<file path="src/logic/mm_pkg.sv">
package mm_pkg;

  // --------------------------------------------------
  // element and word widths
  // --------------------------------------------------
  localparam int DATA_W = 32;  // one element, lane sum or row result

  typedef logic [DATA_W-1:0] word_t;

  // --------------------------------------------------
  // engine constants
  // --------------------------------------------------
  // unsigned multiply core depth, sign fix-up register comes on top
  localparam int MULT_DEPTH = 6;

  localparam int ADDR_W = 8;  // output word address
  localparam int SIZE_W = 32;  // row length in elements

  typedef logic [ADDR_W-1:0] addr_t;
  typedef logic [SIZE_W-1:0] size_t;

endpackage

</file>
<file path="src/logic/mm_result_packer.sv">
module mm_result_packer #(
  parameter int SIMD_WIDTH = 4
) (
  input  logic                              CLK,
  input  logic                              RST,
  input  logic                              start,
  input  mm_pkg::word_t                     row_result,
  input  logic                              result_valid,
  output mm_pkg::word_t [SIMD_WIDTH-1:0]    c_data,
  output mm_pkg::addr_t                     c_addr,
  output logic                              c_we
);

  localparam int LOG_W = $clog2(SIMD_WIDTH);
  localparam int CNT_W = (LOG_W > 0) ? LOG_W : 1;  // single lane still needs a bit
  localparam logic [CNT_W-1:0] LAST_LANE = CNT_W'(SIMD_WIDTH - 1);

  logic [CNT_W-1:0] lane_cnt;   // results packed into current word
  mm_pkg::addr_t    next_addr;  // address for the next full word
  logic             word_full;

  assign word_full = (lane_cnt == LAST_LANE);

  // --------------------------------------------------
  // lane counting and write strobe
  // --------------------------------------------------
  always_ff @(posedge CLK) begin
    if (RST || start) begin
      lane_cnt  <= '0;
      next_addr <= '0;
      c_addr    <= '0;
      c_we      <= 1'b0;
    end else begin
      c_we <= 1'b0;  // single cycle pulse
      if (result_valid) begin
        if (word_full) begin
          lane_cnt  <= '0;
          c_we      <= 1'b1;
          c_addr    <= next_addr;
          next_addr <= next_addr + 1'b1;  // counts on, no wrap
        end else begin
          lane_cnt <= lane_cnt + 1'b1;
        end
      end
    end
  end

  // newest row enters the top lane, older rows move down toward lane 0
  always_ff @(posedge CLK) begin
    if (result_valid) begin
      for (int i = 0; i < SIMD_WIDTH - 1; i++) begin
        c_data[i] <= c_data[i+1];
      end
      c_data[SIMD_WIDTH-1] <= row_result;
    end
  end

  // tree spacing vs lane count, only one lane can fill on every result
  a_we_single : assert property (
    @(posedge CLK) disable iff (RST) (c_we && SIMD_WIDTH > 1) |=> !c_we
  );

endmodule

</file>
<file path="config.mk">
export PLATFORM = sky130hd
export DESIGN_NAME = mm_result_packer
export DESIGN_NICKNAME = d
export VERILOG_FILES = /design/src/logic/mm_pkg.sv /design/src/logic/mm_result_packer.sv
export SDC_FILE = /design/constraint.sdc
export NUM_CORES = 1
export LEC_CHECK = 0
export ABC_AREA = 1
export ABC_CLOCK_PERIOD_IN_PS = 1500
export BUFFER_PORTS_ARGS = -buffer_cell sky130_fd_sc_hd__buf_2
export CAP_MARGIN = 20
export CORE_MARGIN = 10
export CORE_UTILIZATION = 48
export DETAILED_ROUTE_END_ITERATION = 16
export PLACE_DENSITY = 0.77
export SLEW_MARGIN = 10
export SYNTH_ARGS = -nofsm -noshare
export SYNTH_HDL_FRONTEND = slang
export SYNTH_SLANG_ARGS = --single-unit
export TNS_END_PERCENT = 20
</file>
<file path="constraint.sdc">
create_clock -name CLK -period 1.5 [get_ports CLK]
set_input_delay 0.075 -clock CLK [delete_from_list [all_inputs] [get_ports CLK]]
set_output_delay 0.075 -clock CLK [all_outputs]
set_load 0.02 [all_outputs]
</file>
# Word-level counts from Yosys, hierarchy flattened
# Cells that the tools add are included.
dict set report totals {
  mem_bits_rw 0
  inputBits 36
  latchBits 0
  elab_cells 17
  memories 0
  romBits 0
  reg_bits 147
  output_inout_bits 137
}
dict set report classes {
  n_mul 0
  add_sub_neg 2
  magnitude_cmp 0
  eq_ne 1
  div_mod_pow 0
  reduce_logical 3
  n_mux 2
  shift 0
  n_bitwise 1
}
# operator count
set op_table {}
lappend op_table {{adder 8 x 1 -> 8 bit, second input constant} 1}
lappend op_table {{adder 2 x 1 -> 2 bit, second input constant} 1}
lappend op_table {{== test 2 bit, second input constant} 1}
lappend op_table {{2-to-1 mux 2 bit} 1}
lappend op_table {{AND reduction 2 bit} 1}
lappend op_table {{OR reduction 2 bit} 1}
lappend op_table {{logical OR 1 bit} 1}
lappend op_table {{2-to-1 mux 1 bit} 1}
lappend op_table {{inverter 1 bit} 1}

# Depth between registers and ports, before layout
dict set report logic_depth {
  word_depth 2
  ltp_mapped 7
}

# Worst setup path after synthesis
# OpenSTA, ideal clock, no wires.
dict set report synth_timing {
  path_kind {register to register}
  startpoint {register lane_cnt[0]}
  endpoint {register next_addr[0]}
  setup_time_ns 0.121
  path_stages_with_launch 8
  setup_slack_ns 0.406
  synth_period_minus_slack_ns 1.094
  arrival_time_ns 0.973
  path_cell_list {dfxtp_1 -> ha_1 -> nand2_4 -> inv_6 -> nand2_4 -> clkinv_2 -> nor2_2 -> a21oi_2}
}
dict set report synth_between {
  elab_chain_cells 2
}
# element line
set synth_rtl {}
lappend synth_rtl {{from (decl)} mm_result_packer.sv:18} ;# logic [CNT_W-1:0] lane_cnt;
lappend synth_rtl {{from (signal assigned)} mm_result_packer.sv:42} ;# lane_cnt <= lane_cnt + 1'b1;
lappend synth_rtl {{== test 2 bit} mm_result_packer.sv:22} ;# assign word_full = (lane_cnt == LAST_LANE);
lappend synth_rtl {{via word_full} mm_result_packer.sv:20} ;# logic word_full;
lappend synth_rtl {{AND reduction 2 bit (no source line)} n/a}
lappend synth_rtl {{to (signal assigned)} mm_result_packer.sv:40} ;# next_addr <= next_addr + 1'b1;
lappend synth_rtl {{to (decl)} mm_result_packer.sv:19} ;# mm_pkg::addr_t next_addr;
# The timed path passes the listed nets, and every way through them passes these cells.
# A chain may end at the register's enable or synchronous reset.

# Final worst setup path
dict set report layout_timing {
  startpoint {register next_addr[0]}
  endpoint {register next_addr[6]}
}
dict set report layout_between {
  elab_chain_cells 1
}
# element line
set layout_rtl {}
lappend layout_rtl {{adder 8 x 1 -> 8 bit} mm_result_packer.sv:40}
# No other way between the ends.

==> run metrics <==
P_int around 7.7 mW; post-route ant nets 0; Pwr Total roughly 10 mW; 1st-iter DRT viols 131; largest net degree at the start of global routing 59; CP max stage cell dfxtp_1; setup TNS 0 ns; drt pass-1 iters 4; status complete, no violations; Worst setup SP type flop; vias in the first global route 2908; TritonCTS clock tree built; Final period util around 80%; CP bufs+invs 0; Hold WS 0.275 ns; Setup CP Type flop to flop; Die Area around 0.014 mm²; Vias/cell 4.59; Site Rows 35; grt total ovfl 0; synthesis warning total 0; area of the multi-input gates approximately 380 µm²; first-pass GRT wire length 15.9 mm; Syn Inst Count around 230; WL/cell 17.0 µm; Crit. End Element flop; commonest non-fill, non-tap cell in the layout buf_2; worst skew pair latency about 0.51 ns; Switching Power 2.16 mW; PD cells around 1500 mW/mm²; CP Cell Sequence ha_1 > nand2_1 > nor2_1 > nand3_1 > nand2_1 > nor2_1; Final HPWL DP between 7 and 8 mm; switch share 22.0%; Pleak 2.74 nW; Setup Skew 0.00909 ns; Initial Util 49.8%; via count around 2800; CTS buffer count 17; Slew headroom 80.1%; Syn Nets approximately 270; setup violators final 0; Worst Hold Class primary input to flop; post-layout minimum cycle time ~1.2 ns; most frequent cells in the layout buf_2, edfxtp_1, dlygate4sd3_1, nand2_1, dfxtp_1; antenna violations before repair 1; cell family with most CP delay simple AND/OR/NAND/NOR gates; GPL Wtd Cong roughly 0.79; CP Data Required Time 1.90 ns; clk buf depth 2; Yosys reg bits 147; Max Clock Freq between 800 and 900 MHz; ratio of cells with drive above 1 in the final layout 46.2%; Least-Margin Pin Slew 0.299 ns; Peak VDD IR 0.728 mV; Vert. Die Dim 119 µm; CP Data Arrival Time 1.63 ns; H-Tree Depth 4; Worst-path clk slew 0.06 ns; final worst setup slack 0.269 ns; Routed WL around 10 mm; Sinks on Clock Net 147; pre-CTS setup slack 0.281 ns; Layout area overhead 43.2%; sequential cell area roughly 0.0042 mm²; Mean Syn Cell Area 20.2 µm²; Tot GR Track Use 14.5%; Filler Cell Count about 640; # nets final 497; Die W approximately 120 µm; port bufs 172; Post-Syn Area 0.00467 mm²; sequential element share of the synthesized area a little over 90%; Post CTS Setup Buffer Count 0; Yosys cell types 21; clock power share a little over two fifths; core area 0.00937 mm²; Reg power frac 49.1%; Final Max Tran Viols 0; Fin. Hold Viols 0; Clock Root Buffer clkbuf_8; Top Ports 173; DRC viols 0; RSZ-0062 raised after global routing false; maximum fanout along the worst path 5; slowest cell delay on critical path 0.43 ns; combinational share of power slightly below 8%; max-cap violations 0
## flip-flops by register name (all words and copies together), names as in the netlist
name / flops
c_addr: 8
next_addr: 8
lane_cnt: 2
c_data: 128
c_we: 1
## final timing paths
check	startpoint	endpoint	slack, ns	cells after the start
worst max register to register	next_addr[0]$_SDFFE_PP0P_	next_addr[6]$_SDFFE_PP0P_	0.27	6
worst max-delay path	next_addr[0]$_SDFFE_PP0P_	next_addr[6]$_SDFFE_PP0P_	0.27	6
worst min register to register	c_data[126]$_DFFE_PP_	c_data[94]$_DFFE_PP_	0.44	0
worst min-delay path	row_result[16]	c_data[112]$_DFFE_PP_	0.28	2
## metrics by stage
stage | utilization, % | cells | instance area, µm²
3_3_place_gp | 61.2 | 534 | 5740
6_report | 71.3 | 600 | 6690
5_1_grt | 71.3 | 600 | 6690
4_1_cts | 71.3 | 599 | 6680
2_1_floorplan | - | 231 | 4670
3_5_place_dp | 61.2 | 534 | 5740
## cell usage after synthesis
cell type	count	area share, %
inv_6	1	0.19
a21oi_2	1	0.19
ha_1	2	0.54
nor2_4	2	0.48
a21oi_1	5	0.54
nor2_8	1	0.43
nand3_1	7	0.75
buf_2	1	0.11
dfxtp_1	19	8.1
clkinv_2	1	0.11
xnor2_1	1	0.19
nor2_1	17	1.4
nor2_2	1	0.13
nand2_1	19	1.5
inv_1	12	0.96
a211oi_2	1	0.27
edfxtp_1	128	82
o21ai_0	7	0.75
nand3_2	2	0.43
nand2_4	2	0.48
o21ai_1	1	0.11
## area by class of cell
type	instances	share of cell area, %
multi-input cells	69	5.71
inverters	14	0.879
clock inverters	13	2.73
diodes	1	0.0374
flip-flops and latches	147	63.2
clock buffers	17	6.19
repair buffers	210	18.9
well taps	129	2.41
## cell families (layout without fill, tap and decap cells)
group	Yosys count	in the layout	synth area share (%)
compound gates	15	15	1.85
xor+xnor	1	1	0.188
fa+ha+maj	2	2	0.536
buf+inv	15	254	1.37
flops	147	147	90.5
other cells	0	1	0
simple gates	51	51	5.60
## power groups by stage
stage / Sequential, mW / Clock, mW / Combinational [mW]
2_1_floorplan: 5.21 / 0 / 0.0269
3_3_place_gp: 4.90 / 0 / 0.708
3_5_place_dp: 4.92 / 0 / 0.715
4_1_cts: 4.83 / 4.32 / 0.787
5_1_grt: 4.86 / 4.49 / 0.824
6_report: 4.83 / 4.23 / 0.774
## worst register-to-register path: cells and delay by family, from the launching register on
kind	cells	cell delay, ns
fa+ha+maj	1	0.25
simple gates	5	0.45
flops	1	0.43
## metal layers
layer / GRT usage (%) / vias to the layer above / share of wire [%]
met5: 0 / - / 0
met4: 6.11 / 0 / 1.3
met3: 7.14 / 10 / 9.4
met2: 24.4 / 118 / 52
met1: 15.1 / 1311 / 37
li1: - / 1313 / -
## what timing repair did
| action | 4_1_cts | 5_1_grt |
|---|---|---|
| endpoints found under the setup margin | 0 | 0 |
| gates resized for setup | 0 | 0 |
| hold buffers | 35 | 0 |
| hold endpoints to repair | 60 | 0 |
Note: power is estimated with default switching activity, not from simulation.
