[src/logic/mm_pkg.sv]
package mm_pkg;

  // --------------------------------------------------
  // element and word widths
  // --------------------------------------------------
  localparam int DATA_W = 32;  // one element, lane sum or row result

  typedef logic [DATA_W-1:0] word_t;

  // --------------------------------------------------
  // engine constants
  // --------------------------------------------------
  // unsigned multiply core depth, sign fix-up register comes on top
  localparam int MULT_DEPTH = 6;

  localparam int ADDR_W = 8;  // output word address
  localparam int SIZE_W = 32;  // row length in elements

  typedef logic [ADDR_W-1:0] addr_t;
  typedef logic [SIZE_W-1:0] size_t;

endpackage

[src/logic/mm_row_accumulator.sv]
module mm_row_accumulator #(
  parameter int SIMD_WIDTH = 4
) (
  input  logic                              CLK,
  input  logic                              RST,
  input  logic                              start,
  input  mm_pkg::size_t                     matrix_size,
  input  logic                              prod_valid,
  input  mm_pkg::word_t [SIMD_WIDTH-1:0]    prod_lanes,
  output mm_pkg::word_t [SIMD_WIDTH-1:0]    row_sums,
  output logic                              row_done
);

  localparam mm_pkg::size_t STEP = mm_pkg::size_t'(SIMD_WIDTH);  // elements per word

  mm_pkg::size_t                     row_len;   // latched on start
  mm_pkg::size_t                     elem_cnt;  // elements seen in current row
  mm_pkg::word_t [SIMD_WIDTH-1:0]    run_sums;
  logic                              row_end;

  assign row_end = (elem_cnt + STEP >= row_len);  // this word closes the row

  // --------------------------------------------------
  // row counting
  // --------------------------------------------------
  always_ff @(posedge CLK) begin
    if (RST) begin
      row_len  <= '0;
      elem_cnt <= '0;
      row_done <= 1'b0;
    end else begin
      row_done <= 1'b0;
      if (start) begin
        row_len  <= matrix_size;
        elem_cnt <= '0;
      end else if (prod_valid) begin
        if (row_end) begin
          elem_cnt <= '0;
          row_done <= 1'b1;
        end else begin
          elem_cnt <= elem_cnt + STEP;
        end
      end
    end
  end

  // running lane sums, wrap mod 2^32
  always_ff @(posedge CLK) begin
    if (RST || start) begin
      run_sums <= '0;  // no leftovers from a previous matrix
    end else if (prod_valid) begin
      for (int i = 0; i < SIMD_WIDTH; i++) begin
        run_sums[i] <= row_end ? '0 : run_sums[i] + prod_lanes[i];
      end
    end
  end

  // capture of the finished row, held until the next row end
  always_ff @(posedge CLK) begin
    if (prod_valid && row_end && !start) begin
      for (int i = 0; i < SIMD_WIDTH; i++) begin
        row_sums[i] <= run_sums[i] + prod_lanes[i];
      end
    end
  end

  a_size_legal : assert property (
    @(posedge CLK) disable iff (RST)
    start |-> (matrix_size != 0) && ((matrix_size % SIMD_WIDTH) == 0)
  );

  // source must drain the multiplier before restarting
  a_no_prod_on_start : assert property (
    @(posedge CLK) disable iff (RST) !(prod_valid && start)
  );

endmodule

[config.mk]
export PLATFORM = sky130hd
export DESIGN_NAME = mm_row_accumulator
export DESIGN_NICKNAME = d
export VERILOG_FILES = /design/src/logic/mm_pkg.sv /design/src/logic/mm_row_accumulator.sv
export SDC_FILE = /design/constraint.sdc
export NUM_CORES = 1
export LEC_CHECK = 0
export ABC_AREA = 1
export BUFFER_PORTS_ARGS = -buffer_cell sky130_fd_sc_hd__buf_2
export CAP_MARGIN = 10
export CORE_MARGIN = 8
export CORE_UTILIZATION = 41
export DETAILED_ROUTE_END_ITERATION = 6
export GPL_TIMING_DRIVEN = 0
export HOLD_SLACK_MARGIN = 0.02
export PLACE_DENSITY = 0.71
export SLEW_MARGIN = 15
export SYNTH_ARGS = -nofsm -noshare
export SYNTH_HDL_FRONTEND = slang
export SYNTH_SLANG_ARGS = --single-unit
[constraint.sdc]
create_clock -name CLK -period 15.6 [get_ports CLK]
set_clock_uncertainty 0.15 [all_clocks]
set_input_delay 2.34 -clock CLK [delete_from_list [all_inputs] [get_ports CLK]]
set_output_delay 2.34 -clock CLK [all_outputs]
set_load 0.05 [all_outputs]
After elaboration in Yosys (flattened, before gate mapping)
Index checks and enable logic that the tools add are counted.

storage, ports and cells
  bits in registers = 321
  output and inout port bits = 129
  logic and storage cells = 30

cells by class
  muxes and demuxes = 6
  add/subtract/negate cells = 5
  bitwise gates (word level) = 1
  magnitude comparators = 1
  reductions and logical operators = 6

operators with widths
  kind                                           number
  2-to-1 mux 32 bit                              5
  adder 32 bit                                   4
  adder 32 x 3 -> 32 bit, second input constant  1
  >= comparator 32 bit                           1
  OR reduction 3 bit                             1
  logical AND 1 bit                              2
  OR reduction 2 bit                             1
  zero test 1 bit                                1
  logical OR 1 bit                               1
  2-to-1 mux 1 bit                               1
  NOT 1 bit                                      1

Longest topological paths before layout
  word-level depth = 4
  depth in mapped cells = 21

Least setup slack after synthesis
No wires, ideal clock.

  kind = input -> register
  start = input prod_valid
  end = register row_sums[0] (netlist name) (enable)
  setup time = 0.772 ns
  arrival = 11.291 ns
  setup slack = 3.387 ns
  buffers on the path = 1
  stages = 3
  cell sequence = inv_2 -> clkbuf_1 -> nor3_1

between the ends
  word-level cells in the longest chain between the ends = 2

ends and longest elaborated chain
  item                             line                      text
  start, declared                  mm_row_accumulator.sv:8   input logic prod_valid,
  logical AND 1 bit (2 in series)  mm_row_accumulator.sv:60  if (prod_valid && row_end && !start) begin
  end signal, assigned by index    mm_row_accumulator.sv:62  row_sums[i] <= run_sums[i] + prod_lanes[i];
  end, declared                    mm_row_accumulator.sv:10  output mm_pkg::word_t [SIMD_WIDTH-1:0] row_sums,

Every way passes these cells.
A chain may end at the register's enable or synchronous reset.

Final worst setup path
  start = register elem_cnt[4]
  end = register row_sums[16] (netlist name) (enable)

between the ends
  word-level cells in the longest chain between the ends = 4

ends and longest elaborated chain
  item                             line                      text
  start, declared                  mm_row_accumulator.sv:17  mm_pkg::size_t elem_cnt;
  start signal, assigned           mm_row_accumulator.sv:41  elem_cnt <= elem_cnt + STEP;
  adder 32 x 3 -> 32 bit           mm_row_accumulator.sv:21  assign row_end = (elem_cnt + STEP >= row_len);
  >= comparator 32 bit             mm_row_accumulator.sv:21
  logical AND 1 bit (2 in series)  mm_row_accumulator.sv:60

Every way passes these cells.

==> flow_summary.toml <==
[layout]
area_growth_pct = 17.4
fill_cells = 5308
finalNetCount = 3934
regArea_mm2 = 0.00767
drive_above_1_share_pct = 10.8
multi_input_area_mm2 = 0.0114

[synth]
synth_cell_type_count = 32
async_flop_share_pct = 0
syn-num-nets = 3588
synth_top_area_share_pct = 23.4
netlist_area_mm2 = 0.0215
synth.mux.area_fraction_pct = 0
postSynthCellCount = 3264
synth_top_family_by_area = "simple AND/OR/NAND/NOR gates"
synthMostInstantiatedCell = "nand2_1"
synth_edf_count = 128
yosys.area_share.simple_pct = 32.5
yosysTopAreaCell = "nand2_1"
synth-seq-area-share_pct = 35.7
synth_area_leaders = "nand2_1, edfxtp_1, dfxtp_1, inv_1, ha_1"
synth-main-ff-cell = "dfxtp_1"
synth_xor_area_share_pct = 3.71
synth_compound_area_share_pct = 7.52
synthAdderAreaFrac_pct = 9.46
yosys_warnings = 0
netlist_top_cells_count = "nand2_1, inv_1, a21oi_1, nor2_1, dfxtp_1"
ys_seq_elements = 319
syn_avg_cell_area_um2 = 6.58

[sta]
worst_pin_slew_ns = 1.18
slew-limit-headroom_pct = 21.3
post-route-min-period_ns = 4.39
rsz0062_at_grt = "no"
fmax_mhz = 228
hold_slack_ns = 0.312
hold_viol = 0
setup_viol = 0
fin_crit_sh_pct = 28.1
slew_viol_final = 0

[worst_hold_path]
holdPathEnd = "row_len[1]$_SDFFE_PP0P_"
min_path_type = "flip-flop to flip-flop"
hold_depth = 2
min_from = "row_len[1]$_SDFFE_PP0P_"

[floorplan]
dieArea_mm2 = 0.0600
fp.dieW_um = 245
num_rows = 84
die_h_um = 245
coreArea_mm2 = 0.0522
ios = 293
start_util_pct = 41.1

[cts]
cts_root_buf = "clkbuf_16"
cts_sinks = 319
clkTransAtPathRegs_ns = 0.06
cts_buffers = 38
cts_hold_buffers = 0
cts_buffer_depth = 3
cts_resized = 0
cts_tree = "done"
htreeDepth = 2
post-cts-setup-buffer-count = 0
clk_latency_ns = 0.56

[placed_design]
gp_congestion = 0.973
dp_hpwl_um = 53200
io_buffers = 291

[pwr]
p_per_area_mw_per_mm2 = 86.0
p_leak_nw = 13.3
ir_drop_mv = 0.0643
p_total_mw = 2.17

[critical_path]
path_class = "flip-flop to flip-flop"
regToRegEndpoint = "row_sums[16]$_DFFE_PP_"
reg2reg_slack_ns = 11.21
cp-end-kind = "flip-flop"
timing.rr.start = "elem_cnt[4]$_SDFFE_PP0P_"
crit_path_start_kind = "flip-flop"
crit_required_ns = 15.70
path_max_fanout = 11
critPathArrivalTime_ns = 4.49
reg2reg_depth = 20

[route]
drtIter0Drc = 1223
routed_wirelength_um = 65300
vias = 20722
via_per_inst = 4.79
wl_per_cell_um = 15.1
ant_nets = 0
firstDrtPassIters = 6
drcViolationCount = 0

[global_routing]
antenna_found_initial = 3
overflow = 0
grt_pass1_wl_um = 103000
grt.total_usage_pct = 21.1
grt_max_degree = 15
grt_pass1_vias = 19773

[status]
status = "finished, final reports clean"

[flow_run]
drv_cap = 0
==> worst max-delay path, stage by stage, from the launching register on <==
cell and delay [ns]:
dfxtp_1 0.39, nand3_1 0.22, inv_1 0.15, nand2_2 0.11, nor3_1 0.35, nand2_1 0.11
xor2_1 0.18, ha_1 0.30, nand2_1 0.08, nor2_1 0.14, nand4_1 0.09, nor2_1 0.16
nand2_1 0.08, nand2_1 0.15, inv_1 0.09, nor3_2 0.32, buf_4 0.25, buf_6 0.16
buf_4 0.21, buf_6 0.18, buf_4 0.21
==> layout by cell type (no fill, tap or decap), types with 5 or more instances in the layout <==
master,n
nand2_1,1342
inv_1,560
buf_2,294
a21oi_1,257
nor2_1,217
dfxtp_1,191
ha_1,156
nand3_1,130
edfxtp_1,128
xor2_1,51
clkbuf_1,50
clkbuf_16,41
xnor2_1,40
a211oi_1,30
nor3_1,28
nand4_1,27
buf_4,22
and2_1,12
buf_6,7
a21o_1,6
clkbuf_8,6
inv_6,5
clkinv_4,5
==> metal layers <==
layer / vias up / part of all wire, % / GRT usage [%] / routed length, um
li1: 10815 / - / - / -
met1: 9219 / 45 / 27.2 / 29300
met2: 565 / 46 / 35.9 / 30100
met3: 119 / 6.3 / 3.74 / 4120
met4: 4 / 2.7 / 6.22 / 1770
met5: - / 0.040 / 0 / 26
==> layout make-up <==
class	instances	share of cell area [%]
multi-input cells	2322	45.3
flip-flops and latches	319	30.4
inverters	562	8.37
repair buffers	306	6.31
clock buffers	54	4.50
well taps	688	3.41
plain buffers	61	1.15
clock inverters	15	0.546
diodes	1	0.00992
==> metrics by stage <==
stage | setup TNS (ns) | instance area, um^2 | utilization (%) | std cells | setup WS [ns]
3_5_place_dp | 0 | 23900 | 45.8 | 4258 | 10.70
6_report | 0 | 25200 | 48.3 | 4328 | 11.21
2_1_floorplan | 0 | 21500 | - | 3264 | 3.39
5_1_grt | 0 | 25200 | 48.3 | 4328 | 10.85
3_3_place_gp | -286.78 | 23800 | 45.6 | 4243 | -2.26
4_1_cts | 0 | 25200 | 48.3 | 4327 | 11.14
==> worst max-delay path by stage <==
| stage | startpoint | endpoint | slack [ns] | depth (start not counted) |
|---|---|---|---|---|
| 2_1_floorplan | prod_valid | row_sums[0]$_DFFE_PP_ | 3.39 | 3 |
| 3_3_place_gp | prod_valid | row_sums[20]$_DFFE_PP_ | -2.26 | 4 |
| 3_5_place_dp | RST | run_sums[0]$_SDFFE_PP0P_ | 10.70 | 6 |
| 5_1_grt | elem_cnt[2]$_SDFFE_PP0P_ | row_sums[17]$_DFFE_PP_ | 10.85 | 20 |
| 6_report | elem_cnt[4]$_SDFFE_PP0P_ | row_sums[16]$_DFFE_PP_ | 11.21 | 20 |
| 4_1_cts | elem_cnt[2]$_SDFFE_PP0P_ | row_sums[16]$_DFFE_PP_ | 11.14 | 20 |
==> cell families after synthesis <==
kind of cell | count (synthesis)
AO/OA/AOI/OAI | 302
flip-flops | 319
adder cells (fa/ha/maj) | 160
XOR/XNOR | 91
buffers and inverters | 623
AND/OR/NAND/NOR | 1769
==> sequential cells by signal, indices dropped and copies added, names as in the netlist <==
register  flops
row_sums    128
run_sums    128
row_len      32
elem_cnt     30
row_done      1
==> where the power goes <==
part	total (mW)	internal, mW	switching (mW)
clock	0.904	0.530	0.374
sequential	0.905	0.895	0.00950
combinational	0.360	0.120	0.240
total	2.17	1.55	0.623
(Power assumes the default switching activity.)
