--- config.mk ---
export PLATFORM = sky130hd
export DESIGN_NAME = mm_adder_tree
export DESIGN_NICKNAME = d
export VERILOG_FILES = /design/src/logic/mm_pkg.sv /design/src/logic/mm_adder_tree.sv
export SDC_FILE = /design/constraint.sdc
export NUM_CORES = 1
export LEC_CHECK = 0
export BUFFER_PORTS_ARGS = -buffer_cell sky130_fd_sc_hd__clkbuf_2
export CAP_MARGIN = 25
export CORE_ASPECT_RATIO = 1.1
export CORE_MARGIN = 1
export CORE_UTILIZATION = 41
export CTS_CLUSTER_SIZE = 25
export DETAILED_ROUTE_END_ITERATION = 7
export PLACE_DENSITY = 0.73
export SLEW_MARGIN = 10
export SYNTH_ARGS = -nofsm -noshare
export SYNTH_HDL_FRONTEND = slang
export SYNTH_SLANG_ARGS = --single-unit
--- constraint.sdc ---
create_clock -name CLK -period 3.72 [get_ports CLK]
set_input_delay 0.558 -clock CLK [delete_from_list [all_inputs] [get_ports CLK]]
set_output_delay 0.558 -clock CLK [all_outputs]
set_load 0.05 [all_outputs]
--- src/logic/mm_pkg.sv ---
package mm_pkg;

  // --------------------------------------------------
  // element and word widths
  // --------------------------------------------------
  localparam int DATA_W = 32;  // one element, lane sum or row result

  typedef logic [DATA_W-1:0] word_t;

  // --------------------------------------------------
  // engine constants
  // --------------------------------------------------
  // unsigned multiply core depth, sign fix-up register comes on top
  localparam int MULT_DEPTH = 6;

  localparam int ADDR_W = 8;  // output word address
  localparam int SIZE_W = 32;  // row length in elements

  typedef logic [ADDR_W-1:0] addr_t;
  typedef logic [SIZE_W-1:0] size_t;

endpackage

--- src/logic/mm_adder_tree.sv ---
module mm_adder_tree #(
  parameter int SIMD_WIDTH = 4
) (
  input  logic                              CLK,
  input  logic                              RST,
  input  mm_pkg::word_t [SIMD_WIDTH-1:0]    row_sums,
  input  logic                              row_done,
  output mm_pkg::word_t                     row_result,
  output logic                              result_valid
);

  localparam int LOG_W = $clog2(SIMD_WIDTH);  // tree levels

  // --------------------------------------------------
  // pairwise reduction, one register level per step
  // --------------------------------------------------
  for (genvar l = 0; l < LOG_W; l++) begin : g_lvl
    localparam int N = SIMD_WIDTH >> (l + 1);  // nodes at this level
    mm_pkg::word_t [N-1:0] sum;
    logic                  vld;

    if (l == 0) begin : g_first
      always_ff @(posedge CLK) begin
        for (int j = 0; j < N; j++) begin
          sum[j] <= row_sums[2*j] + row_sums[2*j+1];  // leaves from captured sums
        end
      end
      always_ff @(posedge CLK) begin
        vld <= RST ? 1'b0 : row_done;
      end
    end else begin : g_next
      always_ff @(posedge CLK) begin
        for (int j = 0; j < N; j++) begin
          sum[j] <= g_lvl[l-1].sum[2*j] + g_lvl[l-1].sum[2*j+1];
        end
      end
      always_ff @(posedge CLK) begin
        vld <= RST ? 1'b0 : g_lvl[l-1].vld;
      end
    end
  end

  if (LOG_W == 0) begin : g_single
    mm_pkg::word_t buf_sum;  // single lane, one buffer stage keeps 1 cycle
    logic          buf_vld;
    always_ff @(posedge CLK) begin
      buf_sum <= row_sums[0];
      buf_vld <= RST ? 1'b0 : row_done;
    end
    assign row_result   = buf_sum;
    assign result_valid = buf_vld;
  end else begin : g_root
    assign row_result   = g_lvl[LOG_W-1].sum[0];
    assign result_valid = g_lvl[LOG_W-1].vld;
  end

endmodule

Word level (Yosys, flattened, before mapping)
Cells that the tools add are included.
Storage, ports and cells
  register bits: 98
  input bits: 131
  output and inout bits: 33
  logic and storage cells: 8
Operators by class
  add/sub/neg operators: 3
Operators by type and width (number)
  adder 32 bit: 3

Longest topological paths before layout
Gate-level depths: netlist of the first run.
  depth after elaboration: 1
  mapped depth: 10
  depth with buffers taken out: 10

Worst setup path before layout of the first run
OpenSTA, ideal clock, no wires.
  path type: input port to flip-flop
  from: input row_sums[64] (netlist bit)
  to: register g_lvl[0].sum[60] (netlist bit)
  library setup time: 0.122 ns
  arrival: 2.554 ns
  data required time: 3.598 ns
  setup slack: 1.044 ns
  stages: 10
  path buffers: 0
  cells stage by stage: ha_1 > fa_1 > a21oi_1 > nor2_1 > o211ai_1 > and4_1 > o21ai_1 > a31oi_1 > nor2_1 > a311o_1
Between the ends
  word-level cells in the longest chain between the ends: 1
RTL lines
  from (decl): line mm_adder_tree.sv:6  | input mm_pkg::word_t [SIMD_WIDTH-1:0] row_sums,
  adder 32 bit: line mm_adder_tree.sv:25  | sum[j] <= row_sums[2*j] + row_sums[2*j+1];
  to (signal, indexed assignment): line mm_adder_tree.sv:25
  to (decl): line mm_adder_tree.sv:19  | mm_pkg::word_t [N-1:0] sum;
No other way between the ends.
A chain may end at the register's enable or synchronous reset.

Worst setup path in the final report of the first run
  from: register g_lvl[0].sum[0] (netlist bit)
  to: register g_lvl[1].sum (netlist bit row_result[26])
Between the ends
  word-level cells in the longest chain between the ends: 1
RTL lines
  adder 32 bit: line mm_adder_tree.sv:34  | sum[j] <= g_lvl[l-1].sum[2*j] + g_lvl[l-1].sum[2*j+1];
  to (signal, indexed assignment): line mm_adder_tree.sv:34
  to (decl): line mm_adder_tree.sv:19
No other way between the ends.

==> results.txt, run 1 <==
Main synth FF type = dfxtp_1
setup TNS = 0 ns
CP max-delay cell = fa_1
Final Setup Violations = 0
unrepaired setup endpoints after global routing = false
post-synthesis sequential area ratio = 28.2%
cells along the critical path = ha_1 > fa_1 > a21o_1 > a21oi_1 > o211ai_2 > o22ai_1 > o21ai_1 > a22o_1 > a41oi_1 > xnor2_1
Synth Net Count = 1034
number of synthesized flops with an enable pin = 0
CP bufs+invs = 0
CTS tree = yes
Crit path max-delay family = compound AO/OA/AOI/OAI gates
total track usage = 20.3%
Layout Skew = 0.00861 ns
Finished Layout Cells = 1179
Synth cell types = 63
DIE HEIGHT = 139 um
clk slew on worst S/H paths = 0.07 ns
Hold Crit Class = in2reg
placed cell count = 1163
net switching power = 2.28 mW
Sw Ratio = 43.7%
TritonCTS Sinks = 98
final hold violations = 0
Slew @ Worst Pin = 0.530 ns
Area growth syn-to-layout = 19.1%
initial core utilization = 42.1%
initial drt markers = 377
clock period minus worst slack = 2.94 ns
clk_lat worst skew = 0.34 ns
row cnt = 49
hpwl dp = 14.8 mm
Mapped Area = 6950 um^2
Reg power frac = 29.3%
Critical Path Max Stage Delay = 0.42 ns
critical setup path kind = reg2reg
# resized after CTS = 0
clock root buffer = clkbuf_16
layout cells sized above 1 = 19.8%
worst path arrival time = 3.21 ns
drt pass-1 iters = 5
CP Launch Point = g_lvl[0].sum[0]$_DFF_P_
H-tree levels = 3
Slew Limit Fails = 0
Hold Path Sink = result_valid$_SDFF_PP0_
Final Net Count = 1197
Die ar. = 17500 um^2
die width = 126 um
worst hold start = RST
Yosys warnings = 0
R2R Path End = row_result[26]$_DFF_P_
R2R setup slack = 0.78 ns
most common library cell in the layout ignoring fill and taps = clkbuf_2
largest net degree at the start of global routing = 16
initial antenna violation count = 0
diode count = 0
routed length per placed instance = 15.0 um
#FFs+latches synth = 98
CP Data Required Time = 3.99 ns
via-per-instance ratio = 5.47
hold path depth = 2
vias in the first global route = 6025
IO Port Bufs = 163
Max clock buf depth = 2
leakage power = 3.95 nW
Max VDD drop = 285 uV
reg2reg start = g_lvl[0].sum[0]$_DFF_P_
Critical Path End Type = register
synthesized area per cell = 8.61 um^2
Post-synth ARST share = 0%
Mapped Cells = 807
Final Cycle Share = 79.1%
Power Dens Cells = 631 nW/um^2
antenna-violating nets left = 0
via count = 6445
residual overflow from global routing = 0
status = complete, no violations
DRC = 0
Slew headroom = 64.6%
area of the core = 16500 um^2
Post-Route WL = 17.6 mm
# Post-CTS Setup Buffers = 0
Highest Clock Rate = 0.340 GHz
Comb pwr share = 52.4%
gpl congestion = 0.860
CP max FO = 5
element type at the critical path start = register
first-pass GRT wire length = 28.6 mm
Int Power = 2.94 mW
Clock Power Share = 18.3%
CTS Buf Count = 9
most frequent cells in the layout = 163 x clkbuf_2, 98 x dfxtp_1, 93 x ha_1
CTS Hold Buffers Added = 0
Reg2Reg Depth = 10
max-cap violations = 0
I/O pin cnt = 164
## cell usage after synthesis, drive strengths merged (8+ instances only)
master,n,area share [%]
inv,23,1.2
nand2b,10,0.90
a21oi,81,5.9
and3,14,1.3
nand3,21,1.5
o21ai,48,3.6
ha,93,17
o21a,12,1.3
a21o,42,4.6
clkbuf,10,0.54
and2,10,0.92
or3,9,0.81
nor2,62,3.3
o211ai,10,1.2
xnor2,52,6.6
o21bai,8,0.86
nor3,16,1.2
xor2,24,3.0
nand2,63,3.4
nor2b,11,0.99
dfxtp,98,28
a31oi,13,1.4
nand4,8,0.72
## routing by layer
metal	vias to the layer above	part of all wire (%)	GRT usage, %
met5	-	0	0
met4	0	1.7	5.58
met3	22	5.4	3.24
met2	197	46	33.7
met1	2919	47	27.2
li1	3307	-	-
## worst max-delay path by stage
stage	end	slack [ns]	cells after the start
floorplan	g_lvl[0].sum[60]$_DFF_P_	1.04	10
finish	row_result[26]$_DFF_P_	0.78	10
global route	row_result[24]$_DFF_P_	0.64	10
CTS	row_result[26]$_DFF_P_	0.79	10
global placement	g_lvl[0].sum[30]$_DFF_P_	0.73	11
detailed placement	g_lvl[0].sum[31]$_DFF_P_	0.65	10
## metrics by stage
stage	hold slack (ns)	setup slack (ns)	util [%]	total power [mW]	area (um^2)
after floorplan	0.414	1.04	-	3.66	6950
after global placement	0.432	0.732	48.3	4.24	7970
after detailed placement	0.431	0.647	48.3	4.27	7970
after CTS	0.371	0.785	50.2	5.24	8280
after global routing	0.381	0.640	50.2	5.58	8280
final	0.383	0.778	50.2	5.23	8280
## power groups by stage
stage	sequential (mW)	combinational, mW	clock, mW
2_1_floorplan	2.15	1.52	0
3_3_place_gp	1.55	2.69	0
3_5_place_dp	1.56	2.72	0
4_1_cts	1.53	2.73	0.979
5_1_grt	1.56	2.99	1.03
6_report	1.53	2.74	0.956
## registers in the layout, summed over array words and instances (netlist names)
register,count
row_result,32
result_valid,1
g_lvl.sum,64
g_lvl.vld,1
## cell families after synthesis
group / synth area share, %
xor gates and xnor gates: 9.58
AOI/OAI and AO/OA: 26.3
buffers and inverters: 1.94
DFF: 28.2
adders and majority gates: 17.6
and+or+nand+nor: 16.0
muxes: 0.288
## layout make-up
class	count	area [um^2]
well taps	204	255
flip-flops and latches	98	1960
clock buffers	13	260
clock inverters	3	47.5
fillers	1605	8210
repair buffers	163	816
multi-input cells	675	4850
inverters	23	86.3
Note: power is estimated with default switching activity, not from simulation.
==> run 2, diff against run 1 <==
==> constraint.sdc (replaced) <==
create_clock -name CLK -period 3.1 [get_ports CLK]
set_input_delay 0.465 -clock CLK [delete_from_list [all_inputs] [get_ports CLK]]
set_output_delay 0.465 -clock CLK [all_outputs]
set_load 0.05 [all_outputs]
==> run 2 against run 1 <==
Against the previous run: routed wire length shrank 2.1%; die area is the same; largest cell class unchanged; combinational power grew 20%; power grew 20%.
==> results.txt, run 2 (same netlist as run 1, synthesis figures left out) <==
worst path arrival time = 3.14 ns
IO Port Bufs = 163
Highest Clock Rate = 0.350 GHz
largest net degree at the start of global routing = 16
CTS Hold Buffers Added = 0
Reg2Reg Depth = 10
Slew headroom = 67.8%
clock period minus worst slack = 2.85 ns
status = complete, no violations
total track usage = 19.9%
cells along the critical path = ha_1 > fa_1 > a21o_1 > a21oi_1 > o211ai_2 > o22ai_1 > o21ai_1 > a22o_1 > o41ai_4 > o21a_1
clock root buffer = clkbuf_16
CP bufs+invs = 0
initial antenna violation count = 0
fill cell count = 1575
H-tree levels = 3
clk slew on worst S/H paths = 0.07 ns
Slew Limit Fails = 0
clk_lat worst skew = 0.34 ns
Area growth syn-to-layout = 19.8%
R2R setup slack = 0.25 ns
Power Dens Cells = 754 nW/um^2
TritonCTS Sinks = 98
Max VDD drop = 354 uV
met2 WL post-DR = 7.91 mm
CP max-delay cell = fa_1
setup TNS = 0 ns
routed length per placed instance = 14.6 um
worst hold start = RST
hpwl dp = 14.6 mm
# Post-CTS Setup Buffers = 0
row cnt = 49
drt pass-1 iters = 5
Hold Crit Class = in2reg
Final Net Count = 1203
CP Launch Point = g_lvl[0].sum[0]$_DFF_P_
via-per-instance ratio = 5.41
CP max FO = 5
Top reg by flops = g_lvl.sum
max-cap violations = 0
Highest Signal Layer = met4
Slew @ Worst Pin = 0.478 ns
reg2reg start = g_lvl[0].sum[0]$_DFF_P_
critical setup path kind = reg2reg
final hold violations = 0
CTS Buf Count = 9
# resized after CTS = 0
CTS tree = yes
leakage power = 3.98 nW
diode count = 0
hold_ws = 0.293 ns
Crit path max-delay family = compound AO/OA/AOI/OAI gates
area of the core = 16500 um^2
unrepaired setup endpoints after global routing = false
DRC = 0
first-pass GRT wire length = 28.1 mm
Final Cycle Share = 92.0%
via count = 6409
Final Setup Violations = 0
most frequent cells in the layout = 163 x clkbuf_2, 98 x dfxtp_1, 93 x ha_1
Layout Skew = 0.00866 ns
element type at the critical path start = register
initial drt markers = 386
DIE HEIGHT = 139 um
antenna-violating nets left = 0
hold path depth = 2
Die ar. = 17500 um^2
Critical Path End Type = register
most common library cell in the layout ignoring fill and taps = clkbuf_2
vias in the first global route = 5892
layout cells sized above 1 = 20.3%
I/O pin cnt = 164
initial core utilization = 42.1%
die width = 126 um
residual overflow from global routing = 0
Max clock buf depth = 2
CP Depth = 10
CP Data Required Time = 3.39 ns
DRT met1 WL = 8.43 mm
max reg flops = 64
Post-Route WL = 17.3 mm
routed wl met3 = 717 um
gpl congestion = 0.871
Critical Path Max Stage Delay = 0.42 ns
[run 2: cell count changes in the layout (fill, tap and decap cells not counted), sizes merged]
cell,change
buf,+6
clkinv,-2
clkinvlp,+1
inv,+1
[run 2: routing by layer]
metal	GRT usage [%]	vias up
li1	-	3315
met1	27.7	2913
met2	32.4	168
met3	2.47	13
met4	5.14	0
met5	0	-
[run 2: area by class of cell]
| class | count | area (um^2) | share of cell area [%] |
|---|---|---|---|
| Clock buffer | 13 | 260 | 3.13 |
| Clock inverter | 3 | 46.3 | 0.556 |
| Inverter | 23 | 86.3 | 1.04 |
| Multi-Input combinational cell | 675 | 4850 | 58.3 |
| Sequential cell | 98 | 1960 | 23.6 |
| Tap cell | 204 | 255 | 3.07 |
| Timing Repair Buffer | 169 | 861 | 10.3 |
[run 2: path summary, 6_finish.rpt]
kind	end
max	row_result[28]$_DFF_P_
min	result_valid$_SDFF_PP0_
max reg2reg	row_result[28]$_DFF_P_
min reg2reg	result_valid$_SDFF_PP0_
[run 2: worst reg2reg max path: stages, from the launching register on]
cell      delay [ns]
dfxtp_1         0.32
ha_1            0.24
fa_1            0.42
a21o_1          0.19
a21oi_1         0.26
o211ai_2        0.17
o22ai_1         0.25
o21ai_1         0.19
a22o_1          0.33
o41ai_4         0.26
o21a_1          0.18
[run 2: through the flow]
step,instances,power (mW),area [um^2],setup slack [ns],utilization [%]
3_3_place_gp,1169,5.12,8020,0.197,48.6
6_report,1185,6.28,8320,0.247,50.5
4_1_cts,1185,6.31,8320,0.233,50.5
2_1_floorplan,807,4.39,6950,0.517,-
3_5_place_dp,1169,5.15,8020,0.140,48.6
5_1_grt,1185,6.71,8320,0.0477,50.5
[run 2: report_power, final]
part	switching, mW	internal (mW)	leakage, nW
sequential	0.153	1.68	0.827
clock	0.474	0.674	0.146
combinational	2.11	1.19	3.00
total	2.73	3.55	3.98
